**src/core_consts.svh**
```systemverilog
// core widths and encodings
`ifndef CORE_CONSTS_SVH
`define CORE_CONSTS_SVH

`define XLEN 64

`define OPC_SYSTEM 7'h73

`define F3_PRIV   3'd0
`define F3_CSRRW  3'd1
`define F3_CSRRS  3'd2
`define F3_CSRRC  3'd3
`define F3_ILLEGAL 3'd4
`define F3_CSRRWI 3'd5
`define F3_CSRRSI 3'd6
`define F3_CSRRCI 3'd7

// csr write kinds, low two bits of funct3
`define CSR_OP_NONE  2'd0
`define CSR_OP_WRITE 2'd1
`define CSR_OP_SET   2'd2
`define CSR_OP_CLEAR 2'd3

`define CSR_MSTATUS  12'h300
`define CSR_MTVEC    12'h305
`define CSR_MSCRATCH 12'h340
`define CSR_MEPC     12'h341
`define CSR_MCAUSE   12'h342
`define CSR_MTVAL    12'h343

`define CAUSE_FETCH_FAULT 64'd1
`define CAUSE_ILLEGAL     64'd2
`define CAUSE_BREAKPOINT  64'd3
`define CAUSE_LOAD_FAULT  64'd5
`define CAUSE_ECALL_M     64'd11

`define MSTATUS_RESET 64'h1800
`define MSTATUS_WMASK 64'h88
`define MSTATUS_MIE   3
`define MSTATUS_MPIE  7
`define MTVEC_RESET   64'h0

`endif

```
**src/riscv_pkg.sv**
```systemverilog
// instruction word views
package riscv_pkg;

  // one 32-bit word seen as I-type or R-type
  typedef union packed {
    struct packed {
      logic [11:0] imm12;
      logic [4:0]  rs1;
      logic [2:0]  funct3;
      logic [4:0]  rd;
      logic [6:0]  opcode;
    } i_view;
    // system words with funct3 0 are told apart by funct7/rs2
    struct packed {
      logic [6:0]  funct7;
      logic [4:0]  rs2;
      logic [4:0]  rs1;
      logic [2:0]  funct3;
      logic [4:0]  rd;
      logic [6:0]  opcode;
    } r_view;
  } inst_u;

endpackage

```
**src/csr_file.sv**
```systemverilog
// machine mode csr registers
`include "core_consts.svh"

module csr_file (
  input  logic              clock,
  input  logic              reset,
  input  logic [11:0]       csr_addr,
  output logic [`XLEN-1:0]  csr_rdata,
  output logic              csr_valid_addr,
  input  logic              csr_wen,
  input  logic [`XLEN-1:0]  csr_wdata,
  input  logic              trap_enter,
  input  logic [`XLEN-1:0]  trap_cause,
  input  logic [`XLEN-1:0]  trap_tval,
  input  logic [`XLEN-1:0]  trap_pc,
  input  logic              mret_enter,
  output logic [`XLEN-1:0]  mtvec,
  output logic [`XLEN-1:0]  mepc
);

  logic [`XLEN-1:0] mstatus;
  logic [`XLEN-1:0] mscratch;
  logic [`XLEN-1:0] mcause;
  logic [`XLEN-1:0] mtval;

  always_ff @(posedge clock) begin
    if (reset) begin
      mstatus  <= `MSTATUS_RESET;
      mtvec    <= `MTVEC_RESET;
      mscratch <= '0;
      mepc     <= '0;
      mcause   <= '0;
      mtval    <= '0;
    end else if (trap_enter) begin
      mepc    <= {trap_pc[`XLEN-1:2], 2'b00};
      mcause  <= trap_cause;
      mtval   <= trap_tval;
      mstatus[`MSTATUS_MPIE] <= mstatus[`MSTATUS_MIE];
      mstatus[`MSTATUS_MIE]  <= 1'b0;
    end else if (mret_enter) begin
      mstatus[`MSTATUS_MIE]  <= mstatus[`MSTATUS_MPIE];
      mstatus[`MSTATUS_MPIE] <= 1'b1;
    end else if (csr_wen) begin
      case (csr_addr)
        // only MIE and MPIE change, MPP stays 11
        `CSR_MSTATUS:
          mstatus <= (mstatus & ~`MSTATUS_WMASK) | (csr_wdata & `MSTATUS_WMASK);
        `CSR_MTVEC:    mtvec    <= {csr_wdata[`XLEN-1:2], 2'b00};
        `CSR_MSCRATCH: mscratch <= csr_wdata;
        `CSR_MEPC:     mepc     <= {csr_wdata[`XLEN-1:2], 2'b00};
        `CSR_MCAUSE:   mcause   <= csr_wdata;
        `CSR_MTVAL:    mtval    <= csr_wdata;
        default: ;
      endcase
    end
  end

  // read mux, unknown addresses flag illegal
  always_comb begin
    csr_rdata      = '0;
    csr_valid_addr = 1'b1;
    case (csr_addr)
      `CSR_MSTATUS:  csr_rdata = mstatus;
      `CSR_MTVEC:    csr_rdata = mtvec;
      `CSR_MSCRATCH: csr_rdata = mscratch;
      `CSR_MEPC:     csr_rdata = mepc;
      `CSR_MCAUSE:   csr_rdata = mcause;
      `CSR_MTVAL:    csr_rdata = mtval;
      default:       csr_valid_addr = 1'b0;
    endcase
  end

endmodule

```
**src/trap_detect.sv**
```systemverilog
// retire trap and csr decode
`include "core_consts.svh"

module trap_detect import riscv_pkg::*; (
  input  logic [`XLEN-1:0]  retire_pc,
  input  inst_u             retire_inst,
  input  logic [`XLEN-1:0]  retire_rs1_data,
  input  logic              retire_fetch_fault,
  input  logic              retire_mem_fault,
  input  logic [`XLEN-1:0]  retire_fault_addr,
  input  logic              csr_valid_addr,
  output logic              take_trap,
  output logic [`XLEN-1:0]  trap_cause,
  output logic [`XLEN-1:0]  trap_tval,
  output logic              is_mret,
  output logic              csr_access,
  output logic [1:0]        csr_write_kind,
  output logic [`XLEN-1:0]  csr_operand
);

  logic       is_system;
  logic       is_priv;
  logic       is_csr;
  logic       priv_zero_regs;
  logic       ecall_w;
  logic       ebreak_w;
  logic       mret_w;
  logic       illegal;
  logic [2:0] f3;

  assign f3        = retire_inst.i_view.funct3;
  assign is_system = retire_inst.i_view.opcode == `OPC_SYSTEM;
  assign is_priv   = is_system && f3 == `F3_PRIV;
  assign is_csr    = is_system && f3 != `F3_PRIV && f3 != `F3_ILLEGAL;

  // privileged words need rd = rs1 = 0
  assign priv_zero_regs = retire_inst.r_view.rs1 == 5'd0 && retire_inst.r_view.rd == 5'd0;

  assign ecall_w  = is_priv && priv_zero_regs && retire_inst.r_view.funct7 == 7'd0 &&
                    retire_inst.r_view.rs2 == 5'd0;
  assign ebreak_w = is_priv && priv_zero_regs && retire_inst.r_view.funct7 == 7'd0 &&
                    retire_inst.r_view.rs2 == 5'd1;
  assign mret_w   = is_priv && priv_zero_regs && retire_inst.r_view.funct7 == 7'b0011000 &&
                    retire_inst.r_view.rs2 == 5'b00010;

  assign illegal = (is_system && f3 == `F3_ILLEGAL) ||
                   (is_priv && !(ecall_w || ebreak_w || mret_w)) ||
                   (is_csr && !csr_valid_addr);

  assign take_trap = retire_fetch_fault || illegal || ebreak_w || ecall_w || retire_mem_fault;

  // priority: fetch, illegal, ebreak, ecall, memory
  always_comb begin
    trap_cause = '0;
    trap_tval  = '0;
    if (retire_fetch_fault) begin
      trap_cause = `CAUSE_FETCH_FAULT;
      trap_tval  = retire_pc;
    end else if (illegal) begin
      trap_cause = `CAUSE_ILLEGAL;
      trap_tval  = {{(`XLEN-32){1'b0}}, retire_inst};
    end else if (ebreak_w) begin
      trap_cause = `CAUSE_BREAKPOINT;
      trap_tval  = retire_pc;
    end else if (ecall_w) begin
      trap_cause = `CAUSE_ECALL_M;
    end else if (retire_mem_fault) begin
      trap_cause = `CAUSE_LOAD_FAULT;
      trap_tval  = retire_fault_addr;
    end
  end

  assign is_mret    = mret_w && !take_trap;
  assign csr_access = is_csr && !take_trap;

  // set/clear with rs1 field 0 is a pure read
  always_comb begin
    csr_write_kind = f3[1:0];
    if (f3[1] && retire_inst.i_view.rs1 == 5'd0)
      csr_write_kind = `CSR_OP_NONE;
  end

  // immediate forms use the zero-extended rs1 field
  assign csr_operand = f3[2] ? {{(`XLEN-5){1'b0}}, retire_inst.i_view.rs1} : retire_rs1_data;

endmodule

```
**src/commit_unit.sv**
```systemverilog
// commit record and update control
`include "core_consts.svh"

module commit_unit import riscv_pkg::*; (
  input  logic              clock,
  input  logic              reset,
  input  logic              retire_valid,
  input  logic [`XLEN-1:0]  retire_pc,
  input  inst_u             retire_inst,
  output logic              retire_allowin,
  input  logic              take_trap,
  input  logic [`XLEN-1:0]  trap_cause,
  input  logic              is_mret,
  input  logic              csr_access,
  input  logic [1:0]        csr_write_kind,
  input  logic [`XLEN-1:0]  csr_operand,
  input  logic [`XLEN-1:0]  csr_rdata,
  input  logic [`XLEN-1:0]  mtvec,
  input  logic [`XLEN-1:0]  mepc,
  output logic              csr_wen,
  output logic [`XLEN-1:0]  csr_wdata,
  output logic              trap_enter,
  output logic              mret_enter,
  output logic              commit_valid,
  output logic [`XLEN-1:0]  commit_pc,
  output inst_u             commit_inst,
  output logic              commit_wen,
  output logic [7:0]        commit_wdest,
  output logic [`XLEN-1:0]  commit_wdata,
  output logic              commit_trap,
  output logic [`XLEN-1:0]  commit_cause,
  output logic              redirect_valid,
  output logic [`XLEN-1:0]  redirect_pc,
  output logic [63:0]       cycle_count,
  output logic [63:0]       instr_count,
  input  logic              commit_ready
);

  logic accept;
  logic commit_fire;

  assign retire_allowin = !commit_valid || commit_ready;
  assign accept         = retire_valid && retire_allowin;
  assign commit_fire    = commit_valid && commit_ready;

  always_comb begin
    case (csr_write_kind)
      `CSR_OP_WRITE: csr_wdata = csr_operand;
      `CSR_OP_SET:   csr_wdata = csr_rdata | csr_operand;
      `CSR_OP_CLEAR: csr_wdata = csr_rdata & ~csr_operand;
      default:       csr_wdata = csr_rdata;
    endcase
  end

  // all architectural updates land on the accept edge
  assign csr_wen    = accept && csr_access && csr_write_kind != `CSR_OP_NONE;
  assign trap_enter = accept && take_trap;
  assign mret_enter = accept && is_mret;

  always_ff @(posedge clock) begin
    if (reset) begin
      commit_valid   <= 1'b0;
      redirect_valid <= 1'b0;
    end else if (accept) begin
      commit_valid   <= 1'b1;
      redirect_valid <= take_trap || is_mret;
    end else if (commit_ready) begin
      commit_valid   <= 1'b0;
      redirect_valid <= 1'b0;
    end
  end

  // payload, qualified by commit_valid
  always_ff @(posedge clock) begin
    if (accept) begin
      commit_pc    <= retire_pc;
      commit_inst  <= retire_inst;
      commit_wen   <= csr_access && retire_inst.i_view.rd != 5'd0;
      commit_wdest <= {3'b000, retire_inst.i_view.rd};
      commit_wdata <= csr_access ? csr_rdata : '0;
      commit_trap  <= take_trap;
      commit_cause <= take_trap ? trap_cause : '0;
      redirect_pc  <= take_trap ? mtvec : mepc;
    end
  end

  always_ff @(posedge clock) begin
    if (reset) begin
      cycle_count <= '0;
      instr_count <= '0;
    end else begin
      cycle_count <= cycle_count + 64'd1;
      if (commit_fire)
        instr_count <= instr_count + 64'd1;
    end
  end

endmodule

```
**src/trap_top.sv**
```systemverilog
// trap and csr subsystem top
`include "core_consts.svh"

module trap_top import riscv_pkg::*; (
  input  logic              clock,
  input  logic              reset,
  input  logic              retire_valid,
  input  logic [`XLEN-1:0]  retire_pc,
  input  inst_u             retire_inst,
  input  logic [`XLEN-1:0]  retire_rs1_data,
  input  logic              retire_fetch_fault,
  input  logic              retire_mem_fault,
  input  logic [`XLEN-1:0]  retire_fault_addr,
  output logic              retire_allowin,
  output logic              commit_valid,
  output logic [`XLEN-1:0]  commit_pc,
  output inst_u             commit_inst,
  output logic              commit_wen,
  output logic [7:0]        commit_wdest,
  output logic [`XLEN-1:0]  commit_wdata,
  output logic              commit_trap,
  output logic [`XLEN-1:0]  commit_cause,
  output logic              redirect_valid,
  output logic [`XLEN-1:0]  redirect_pc,
  output logic [63:0]       cycle_count,
  output logic [63:0]       instr_count,
  input  logic              commit_ready
);

  logic             take_trap;
  logic [`XLEN-1:0] trap_cause;
  logic [`XLEN-1:0] trap_tval;
  logic             is_mret;
  logic             csr_access;
  logic [1:0]       csr_write_kind;
  logic [`XLEN-1:0] csr_operand;
  logic [`XLEN-1:0] csr_rdata;
  logic             csr_valid_addr;
  logic             csr_wen;
  logic [`XLEN-1:0] csr_wdata;
  logic             trap_enter;
  logic             mret_enter;
  logic [`XLEN-1:0] mtvec;
  logic [`XLEN-1:0] mepc;

  csr_file u_csr_file (
    .clock          (clock),
    .reset          (reset),
    .csr_addr       (retire_inst.i_view.imm12),
    .csr_rdata      (csr_rdata),
    .csr_valid_addr (csr_valid_addr),
    .csr_wen        (csr_wen),
    .csr_wdata      (csr_wdata),
    .trap_enter     (trap_enter),
    .trap_cause     (trap_cause),
    .trap_tval      (trap_tval),
    .trap_pc        (retire_pc),
    .mret_enter     (mret_enter),
    .mtvec          (mtvec),
    .mepc           (mepc)
  );

  trap_detect u_trap_detect (
    .retire_pc          (retire_pc),
    .retire_inst        (retire_inst),
    .retire_rs1_data    (retire_rs1_data),
    .retire_fetch_fault (retire_fetch_fault),
    .retire_mem_fault   (retire_mem_fault),
    .retire_fault_addr  (retire_fault_addr),
    .csr_valid_addr     (csr_valid_addr),
    .take_trap          (take_trap),
    .trap_cause         (trap_cause),
    .trap_tval          (trap_tval),
    .is_mret            (is_mret),
    .csr_access         (csr_access),
    .csr_write_kind     (csr_write_kind),
    .csr_operand        (csr_operand)
  );

  commit_unit u_commit_unit (
    .clock          (clock),
    .reset          (reset),
    .retire_valid   (retire_valid),
    .retire_pc      (retire_pc),
    .retire_inst    (retire_inst),
    .retire_allowin (retire_allowin),
    .take_trap      (take_trap),
    .trap_cause     (trap_cause),
    .is_mret        (is_mret),
    .csr_access     (csr_access),
    .csr_write_kind (csr_write_kind),
    .csr_operand    (csr_operand),
    .csr_rdata      (csr_rdata),
    .mtvec          (mtvec),
    .mepc           (mepc),
    .csr_wen        (csr_wen),
    .csr_wdata      (csr_wdata),
    .trap_enter     (trap_enter),
    .mret_enter     (mret_enter),
    .commit_valid   (commit_valid),
    .commit_pc      (commit_pc),
    .commit_inst    (commit_inst),
    .commit_wen     (commit_wen),
    .commit_wdest   (commit_wdest),
    .commit_wdata   (commit_wdata),
    .commit_trap    (commit_trap),
    .commit_cause   (commit_cause),
    .redirect_valid (redirect_valid),
    .redirect_pc    (redirect_pc),
    .cycle_count    (cycle_count),
    .instr_count    (instr_count),
    .commit_ready   (commit_ready)
  );

endmodule

```
**config.mk**
```make
export PLATFORM = sky130hd
export DESIGN_NAME = trap_top
export DESIGN_NICKNAME = d
export VERILOG_FILES = /design/src/riscv_pkg.sv /design/src/csr_file.sv /design/src/trap_detect.sv /design/src/commit_unit.sv /design/src/trap_top.sv
export VERILOG_INCLUDE_DIRS = /design/src /design/src/src
export SDC_FILE = /design/constraint.sdc
export NUM_CORES = 1
export LEC_CHECK = 0
export ABC_CLOCK_PERIOD_IN_PS = 11700
export BUFFER_PORTS_ARGS = -buffer_cell sky130_fd_sc_hd__buf_2
export CAP_MARGIN = 40
export CORE_UTILIZATION = 30
export CTS_BUF_LIST = sky130_fd_sc_hd__clkbuf_4
export CTS_CLUSTER_SIZE = 16
export DETAILED_ROUTE_END_ITERATION = 8
export GPL_ROUTABILITY_DRIVEN = 0
export HOLD_SLACK_MARGIN = 0.1
export PLACE_DENSITY = 0.5
export REMOVE_ABC_BUFFERS = 1
export SYNTH_ARGS = -nofsm -noshare
export SYNTH_HDL_FRONTEND = slang
export SYNTH_SLANG_ARGS = --single-unit
```
**constraint.sdc**
```tcl
create_clock -name clock -period 11.7 [get_ports clock]
set_input_delay 1.17 -clock clock [delete_from_list [all_inputs] [get_ports clock]]
set_output_delay 1.17 -clock clock [all_outputs]
set_load 0.01 [all_outputs]
```
# Word-level counts from Yosys, hierarchy flattened

Index checks and enable logic that the tools add are counted.

Register bits after elaboration: 805
Input bits: 230
Output and inout port bits: 429

Add/sub/neg operators: 2
Eq/ne operators: 16
Mux-type cells: 36
Bitwise gates (word level): 6
Reductions and logical operators: 64

Operator list:

| cell                    | number |
|---|---|
| $mux W64                | 23 |
| $pmux W64 S6            | 1 |
| $pmux W64 S3            | 1 |
| $add A64 B1 Y64 const B | 2 |
| $eq A12 B10 Y1 const B  | 6 |
| $and A64 B64 Y64        | 1 |
| $not A64 Y64            | 1 |
| $or A64 B64 Y64         | 1 |
| $or A64 B8 Y64          | 1 |
| $logic_and A1 B1 Y1     | 23 |
| $mux W8                 | 2 |
| $reduce_bool A2 Y1      | 8 |
| $logic_not A5 Y1        | 3 |
| $reduce_and A4 Y1       | 3 |
| $logic_or A1 B1 Y1      | 10 |
| $reduce_and A3 Y1       | 3 |
| $reduce_bool A3 Y1      | 3 |
| $eq A7 B5 Y1 const B    | 1 |
| $eq A7 B7 Y1 const B    | 1 |
| $logic_not A7 Y1        | 1 |
| $mux W1                 | 7 |
| $reduce_or A6 Y1        | 1 |
| $eq A5 B1 Y1 const B    | 1 |
| $eq A5 B2 Y1 const B    | 1 |
| other kinds (13)        | 19 |

# Depth between registers and ports, before layout

Gate-level depths: netlist (run 1).

Depth in word-level cells: 22
Gate-level depth with buffers: 12
Depth with buffers taken out: 9

# Cells and area by module

Synthesis (run 1) repeated with hierarchy kept, for this count alone.

Cells, all modules: 3527
Area total of the unflattened synthesis: 35708.0 um^2

Modules (own cells, without submodules):

| module      | times used | cells each | area an instance (um^2) | sequential area each (um^2) |
|---|---|---|---|---|
| commit_unit | 1          | 1468       | 17878.4                 | 11310.8 |
| csr_file    | 1          | 1767       | 15786.4                 | 6366.1 |
| trap_detect | 1          | 292        | 2043.2                  | 0.0 |

# Worst setup path after synthesis (run 1)

OpenSTA, ideal clock, no wires.

Path kind: in2reg
Start point: input commit_ready
End point: register u_csr_file.mtval[26]
Setup time: 0.091 ns
Arrival: 8.258 ns
Path slack: 3.351 ns
Stages: 10
Buffers on the path: 2
Path through: nand2b_1 nand2_1 inv_1 nand2_1 nor4_1 and2_1 buf_2 buf_2 nand2_1 a311oi_1

Word-level cells in the longest chain between the ends: 6

RTL lines:

| what                                 | RTL line          | text |
|---|---|---|
| start: declaration                   | trap_top.sv:27    | `input logic commit_ready` |
| $logic_or A1 B1 Y1 (*)               | commit_unit.sv:42 | `assign retire_allowin = !commit_valid \|\| commit_ready;` |
| $logic_and A1 B1 Y1 (*)              | commit_unit.sv:43 | `assign accept = retire_valid && retire_allowin;` |
| net u_commit_unit.accept             | commit_unit.sv:39 | `logic accept;` |
| $logic_and A1 B1 Y1                  | commit_unit.sv:56 | `` assign csr_wen = accept && csr_access && csr_write_kind != `CSR_OP_NONE; `` |
| $logic_and A1 B1 Y1 (no source line) | n/a               |  |
| $reduce_bool A2 Y1 (no source line)  | n/a               |  |
| $reduce_and A3 Y1 (no source line)   | n/a               |  |
| end signal: assignment               | csr_file.sv:37    | `mtval <= trap_tval;` |
| end signal: assignment               | csr_file.sv:52    | `` `CSR_MTVAL: mtval <= csr_wdata; `` |
| end: declaration                     | csr_file.sv:24    | `` logic [`XLEN-1:0] mtval; `` |

The timed path passes the listed nets; every way through them passes the cells marked *.
A chain may end at the register's enable or synchronous reset.

# Worst setup path in the final report (run 1)

Start point: input retire_inst[27] in the netlist's numbering
End point: register u_csr_file.mtval[44]

Word-level cells in the longest chain between the ends: 19

RTL lines:

| what                                                                    | RTL line      | text |
|---|---|---|
| start: declaration                                                      | trap_top.sv:9 | `input inst_u retire_inst,` |
| parallel branches: the longest is 19 deep, another holds $eq A12 B10 Y1 | n/a           |  |

Several ways; the timed one is not identified. The select of a mux whose other input is x is not followed.

==> run_results.csv, run 1 <==
group,metric,value,unit
run,maxCapViolCount,0,
pwr,p_per_area,141,mW/mm2
die,die_y,327,um
drt,drt-met1-wl,57600,um
clocking,cts_setup_buffers,0,
drt,vias_per_cell,5.32,
global_route,grt_pass1_wl,198000,um
yosys,ys_seq_area_frac,0.498,
timing,rsz0062_at_grt,"false",
worst_hold_path,min_path_type,"input pin to register",
yosys,syn-cell-area,0.0318,mm2
clocking,path_clk_slew,0.07,ns
timing,timing.final.ws_setup,6.86,ns
pwr,switchingPower,0.00150,W
drt,via_count,29800,
die,core_area,0.104,mm2
clocking,numClockSinks,676,
pwr,total_power,0.00545,W
yosys,synth_cell_types,80,
timing,hold_viol,0,
die,dieArea,0.107,mm2
drt,drt_wl_total,138000,um
pwr,p_leak,14.8,nW
pwr,power.clock.fraction,0.437,
pwr,comb_power_share,0.095,
yosys,yosysWarnings,0,
drt,dr.pass1.iters,6,
die,start_util,0.305,
pwr,power_frac_seq,0.468,
die,rows,118,
timing,maxSlewHeadroom,0.363,
pwr,switching_share,0.275,
drt,routed.top_layer,"met5",
drt,antenna_left,0,
yosys,synthFlopType,"dfxtp_1",
global_route,grt_max_degree,91,
die,num_io_pins,659,
clocking,cts_hold_buf,0,
timing,fin_tns_setup,0,ns
drt,wl_met2,62600,um
timing,drv_slew,0,
drt,wl_met3,13400,um
timing,tightestPinTransition,0.956,ns
worst_setup_path,cp-end-kind,"register",
global_route,antenna_found_initial,15,
worst_setup_path,path_class,"input pin to register",
timing,finClkSkew,0.0626,ns
run_status,outcome,"finished clean",
final_layout,fillers,10900,
placement,port_buffers,593,
timing,max_clock_freq,207,MHz
clocking,clk_latency,1.07,ns
final_layout,seq_area,0.0158,mm2
global_route,first_global_vias,28600,
worst_setup_path,crit_path_start_kind,"input pin",
clocking,clock-root-buffer,"clkbuf_4",
clocking,cts_made_buffers,194,
pwr,peakVddDrop,0.0655,mV
worst_hold_path,hp-start,"retire_inst[3]",
clocking,post_cts_resize_count,0,
placement,dp_cells,5241,
final_layout,multiInputGateArea,0.0145,mm2
final_layout,finalNonFillerCells,5598,
yosys,synth_edf_count,228,
worst_setup_path,rr_worst_depth,12,
worst_hold_path,min_path_cells,1,
final_layout,final_nets,4289,
worst_setup_path,cp_max_fo,54,
final_layout,drive_gt1_frac,0.263,
timing,fin_crit,4.84,ns
clocking,clock_path_buffers,3,
worst_hold_path,holdPathEnd,"u_commit_unit.commit_inst[3]",
global_route,grt_use_total,0.249,
placement,post-place-ws,5.91,ns
clocking,cts_max_level,4,
clocking,cts_tree,"done",
worst_setup_path,timing.rr.start,"u_commit_unit.commit_valid",
worst_setup_path,r2r_end,"u_csr_file.mtval[55]",
yosys,syn_inst,3469,
yosys,async_reset_ff_frac,0,
drt,drc,0,
placement,dp_hpwl,89200,um
pwr,p_int,0.00396,W
yosys,synth_seq_cells,676,
worst_setup_path,arrival,5.77,ns
yosys,syn_area_per_cell,9.15,um2
drt,wl_per_cell,24.6,um
die,dieWidth,327,um
timing,finalCritPeriodShare,0.414,
final_layout,area_growth,21.7,%
timing,holdWs,0.313,ns
drt,drt_iter0_drc,2601,
worst_setup_path,rrSetupSlack,7.18,ns
global_route,grt_overflow_total,0,
timing,setup_viol,0,
worst_setup_path,worstPathRequired,12.63,ns
-- worst max-delay path by stage --
stage | startpoint | to | slack (ns) | cells after the start
2_1_floorplan | commit_ready | u_csr_file.mtval[25] | 1.98 | 9
3_3_place_gp | retire_inst[31] | u_csr_file.mtval[44] | 5.80 | 12
3_5_place_dp | retire_inst[27] | u_csr_file.mtval[50] | 5.91 | 12
4_1_cts | retire_inst[27] | u_csr_file.mtval[50] | 7.14 | 12
5_1_grt | retire_inst[27] | u_csr_file.mtval[44] | 6.88 | 12
6_report | retire_inst[27] | u_csr_file.mtval[44] | 6.86 | 12
-- metrics by stage --
| stage | cell area, um2 | utilization |
|---|---|---|
| 3_5_place_dp | 36000 | 0.346 |
| 3_3_place_gp | 35500 | 0.341 |
| 4_1_cts | 38700 | 0.371 |
| 6_report | 38700 | 0.371 |
| 5_1_grt | 38700 | 0.371 |
| 2_1_floorplan | 30300 | - |
-- cell usage in the layout (no fill, tap or decap), types with 46 or more instances in the layout --
cell | netlist | layout
nor2_1 | 315 | 313
nand2_1 | 554 | 552
o21ai_0 | 110 | 110
buf_4 | 86 | 46
a2bb2oi_1 | 54 | 54
mux2i_1 | 60 | 60
dfxtp_1 | 448 | 448
a21oi_1 | 369 | 368
a211oi_1 | 85 | 85
xor2_1 | 63 | 63
nor2b_1 | 68 | 66
mux2_2 | 67 | 67
conb_1 | 1 | 65
clkbuf_4 | 0 | 309
nand3_1 | 132 | 129
buf_2 | 80 | 591
edfxtp_1 | 228 | 228
-- final cells by class --
class / instances / share of cell area
antenna: 1 / 0.0000647
inverter: 25 / 0.00269
clock inverter: 47 / 0.00777
timing repair buffer: 662 / 0.0994
clock buffer: 309 / 0.0600
tap: 1380 / 0.0447
multi-input combinational: 2498 / 0.376
sequential: 676 / 0.409
-- power by group through the flow --
stage | Sequential, W | Clock, W | Combinational (W)
2_1_floorplan | 0.00262 | 0 | 0.000203
3_5_place_dp | 0.00260 | 0 | 0.000518
3_3_place_gp | 0.00260 | 0 | 0.000503
4_1_cts | 0.00255 | 0.00246 | 0.000519
6_report | 0.00255 | 0.00238 | 0.000520
5_1_grt | 0.00256 | 0.00257 | 0.000554
-- sequential cells by signal, indices dropped and copies added (netlist names) --
name                          flops
u_commit_unit.commit_cause        4
u_commit_unit.commit_inst        32
u_commit_unit.commit_pc          64
u_commit_unit.commit_trap         1
u_commit_unit.commit_valid        1
u_commit_unit.commit_wdata       64
u_commit_unit.commit_wen          1
u_commit_unit.cycle_count        64
u_commit_unit.instr_count        64
u_commit_unit.redirect_pc        62
u_commit_unit.redirect_valid      1
u_csr_file.mcause                64
u_csr_file.mepc                  62
u_csr_file.mscratch              64
u_csr_file.mstatus                2
u_csr_file.mtval                 64
u_csr_file.mtvec                 62
-- routing by layer --
layer	global-route usage	vias up
met3	0.0737	292
met1	0.322	14300
met5	0	-
met4	0.0906	12
met2	0.393	1490
li1	-	13700
-- cell families (layout without fill, tap and decap cells) --
kind of cell             count (synthesis)  in the layout  share of synthesized area
buffers and inverters                  359           1043                     0.0565
flip-flops                             676            676                      0.498
AO/OA/AOI/OAI                          895            895                      0.185
AND/OR/NAND/NOR                       1306           1306                      0.188
adder cells (fa/ha/maj)                  2              2                   0.000788
other                                    1             66                   0.000118
XOR/XNOR                               100            100                     0.0276
multiplexers                           130            130                     0.0441
-- worst max-delay path: stages --
cell and delay, ns:
buf_2 0.14, or4b_1 0.80, nor3_4 0.24, buf_4 0.54, a221oi_2 0.26, a21oi_4 0.16
buf_4 0.44, a21o_4 0.63, buf_4 0.79, nor2_1 0.13, a2bb2oi_1 0.17, o31ai_1 0.22
-- cells in the mapped netlist, drive strengths merged, types with 4 or more instances --
cell type | n | area (um2)
nor2b | 68 | 425
nor3 | 34 | 180
a222oi | 14 | 140
a32oi | 12 | 105
or4 | 7 | 52.6
a311oi | 44 | 385
inv | 25 | 93.8
dfxtp | 448 | 8970
a22oi | 36 | 270
a22o | 7 | 61.3
o211ai | 9 | 67.6
o22ai | 7 | 50.1
nand3b | 7 | 52.6
o21bai | 8 | 60.1
nor2 | 316 | 1190
nand3 | 133 | 671
a21o | 8 | 60.1
o211a | 17 | 170
o21a | 10 | 75.1
or2 | 4 | 25.0
a221o | 12 | 120
nand2b | 15 | 93.8
a221oi | 8 | 76.3
nor4 | 20 | 206
clkbuf | 152 | 572
and3 | 27 | 169
mux2i | 60 | 601
and4 | 20 | 175
a2bb2oi | 54 | 473
nand2 | 555 | 2090
nand4 | 34 | 213
buf | 182 | 1130
a211oi | 90 | 701
a31oi | 17 | 106
a21oi | 372 | 1890
and2 | 22 | 138
xor2 | 63 | 552
xnor2 | 37 | 324
mux2 | 69 | 777
o2bb2ai | 37 | 324
or3 | 35 | 219
o21ai | 114 | 571
edfxtp | 228 | 6850
No activity file was read; power rests on OpenSTA's default activity.
==> run 2, diff against run 1 <==
ABC_CLOCK_PERIOD_IN_PS = 4700   (was 11700)
clock period = 4.7 ns   (was 11.7 ns; I/O delays follow)
==> run_results.csv, run 2 (synthesis gave the netlist of run 1 again) <==
group,metric,value,unit
global_route,grt_max_degree,149,
global_route,antenna_found_initial,12,
worst_setup_path,cp_slowest_cell,"or4_1",
worst_setup_path,crit_family,"simple AND/OR/NAND/NOR gates",
drt,vias_per_cell,5.25,
timing,setup_viol,0,
die,rows,118,
drt,dr.pass1.iters,6,
die,dieArea,0.107,mm2
worst_setup_path,slowest_delay,0.77,ns
clocking,clk_latency,1.11,ns
pwr,p_per_area,327,mW/mm2
worst_setup_path,path_class,"input pin to register",
clocking,numClockSinks,676,
worst_setup_path,crit_top_cell,"dlygate4sd3_1",
timing,fin_crit,4.01,ns
timing,tightestPinTransition,1.01,ns
timing,maxSlewHeadroom,0.326,
final_layout,mostFrequentLayoutCell,"buf_2",
die,start_util,0.305,
drt,drt_wl_total,142000,um
placement,dp_hpwl,91400,um
timing,hold_viol,0,
global_route,grt_pass1_wl,204000,um
global_route,first_global_vias,30500,
die,num_io_pins,659,
clocking,post_cts_resize_count,0,
final_layout,area_growth,32.6,%
timing,drv_slew,0,
die,die_y,327,um
clocking,clock-root-buffer,"clkbuf_4",
timing,max_clock_freq,250,MHz
final_layout,finalNonFillerCells,5961,
clocking,cts_tree,"done",
drt,antenna_left,0,
global_route,grt_use_total,0.256,
run_status,outcome,"finished clean",
drt,via_count,31300,
final_layout,final_nets,4653,
clocking,cts_max_level,4,
worst_setup_path,crit_path_cell_trace,"dlygate4sd3_1, buf_2, or4_1, nor4_4, buf_4, and2_2, a222oi_1, or3_1, a22oi_1, nand2_1, a311oi_1, dlygate4sd3_1",
worst_setup_path,critPathBufInv,4,
placement,dp_cells,5279,
worst_setup_path,rrSetupSlack,1.10,ns
worst_setup_path,cp_max_fo,18,
timing,finalCritPeriodShare,0.852,
final_layout,layout_common_cells,"591 x buf_2, 552 x nand2_1, 448 x dfxtp_1, 368 x a21oi_1, 329 x dlygate4sd3_1",
pwr,peakVddDrop,0.184,mV
run,maxCapViolCount,0,
worst_setup_path,arrival,5.05,ns
placement,port_buffers,593,
timing,finClkSkew,0.0748,ns
clocking,path_clk_slew,0.07,ns
die,core_area,0.104,mm2
worst_hold_path,min_path_type,"input pin to register",
timing,rsz0062_at_grt,"false",
timing,holdWs,0.263,ns
worst_setup_path,cp-end-kind,"register",
drt,drc,0,
drt,wl_per_cell,23.8,um
global_route,grt_overflow_total,0,
die,dieWidth,327,um
worst_setup_path,crit_path_start_kind,"input pin",
clocking,clock_path_buffers,3,
pwr,p_leak,16.3,nW
clocking,cts_setup_buffers,0,
drt,drt_iter0_drc,2834,
final_layout,drive_gt1_frac,0.251,
worst_setup_path,worstPathRequired,5.75,ns
clocking,cts_made_buffers,191,
## run 2: cell types whose count changed in the layout (fill, tap and decap cells not counted), sizes merged
cell and change:
dlygate4sd3 +329, buf +38, clkinv -7, clkbuf -4
clkinvlp +4, diode +3, bufinv -1, inv +1
## run 2: where the power goes
group | switching (W) | internal, W | leakage, nW | total, W
combinational | 0.000938 | 0.000609 | 8.86 | 0.00155
clock | 0.00276 | 0.00310 | 1.53 | 0.00586
sequential | 0.000103 | 0.00625 | 5.89 | 0.00635
## run 2: worst paths after layout
kind	end	cells past startpoint	from
hold reg to reg	u_csr_file.mscratch[10]	2	u_csr_file.mscratch[10]
setup / recovery	u_csr_file.mtval[26]	12	retire_inst[26]
setup reg to reg	u_csr_file.mtval[48]	12	u_commit_unit.commit_valid
hold / removal	u_csr_file.mepc[12]	4	retire_pc[12]
## run 2: layout make-up
| type | count | area, um2 |
|---|---|---|
| fillers | 10500 | 62100 |
| inverters | 25 | 104 |
| well taps | 1380 | 1730 |
| diodes | 4 | 10.0 |
| clock inverters | 44 | 284 |
| repair buffers | 1029 | 7340 |
| clock buffers | 305 | 2290 |
| flip-flops and latches | 676 | 15800 |
| multi-input cells | 2498 | 14500 |
## run 2: per-layer routing
layer	track usage	vias to the layer above	share of wire
met2	0.411	1541	0.46
met5	0	-	0.00078
li1	-	14400	-
met4	0.100	16	0.034
met1	0.325	15100	0.41
met3	0.0682	328	0.092
## run 2: through the flow
step / utilization / instance area, um2 / total power, W / setup TNS (ns) / setup WS (ns)
final: 0.404 / 42100 / 0.0138 / 0 / 0.695
after global routing: 0.404 / 42100 / 0.0143 / 0 / 0.572
after CTS: 0.404 / 42100 / 0.0139 / 0 / 0.910
after detailed placement: 0.348 / 36200 / 0.00777 / 0 / 0.627
after global placement: 0.346 / 36000 / 0.00776 / 0 / 0.570
after floorplan: - / 30300 / 0.00704 / -1560.12 / -4.32
## run 2: what timing repair did
item | 4_1_cts | 5_1_grt
hold endpoints to repair | 539 | 0
setup endpoints to repair | 0 | 0
hold buffers | 329 | 0
## run 2: tightest hold or removal path, delay by kind of cell
kind                   cells  cell delay (ns)
buffers and inverters      2             0.70
and+or+nand+nor            1             0.06
AOI/OAI and AO/OA          1             0.06
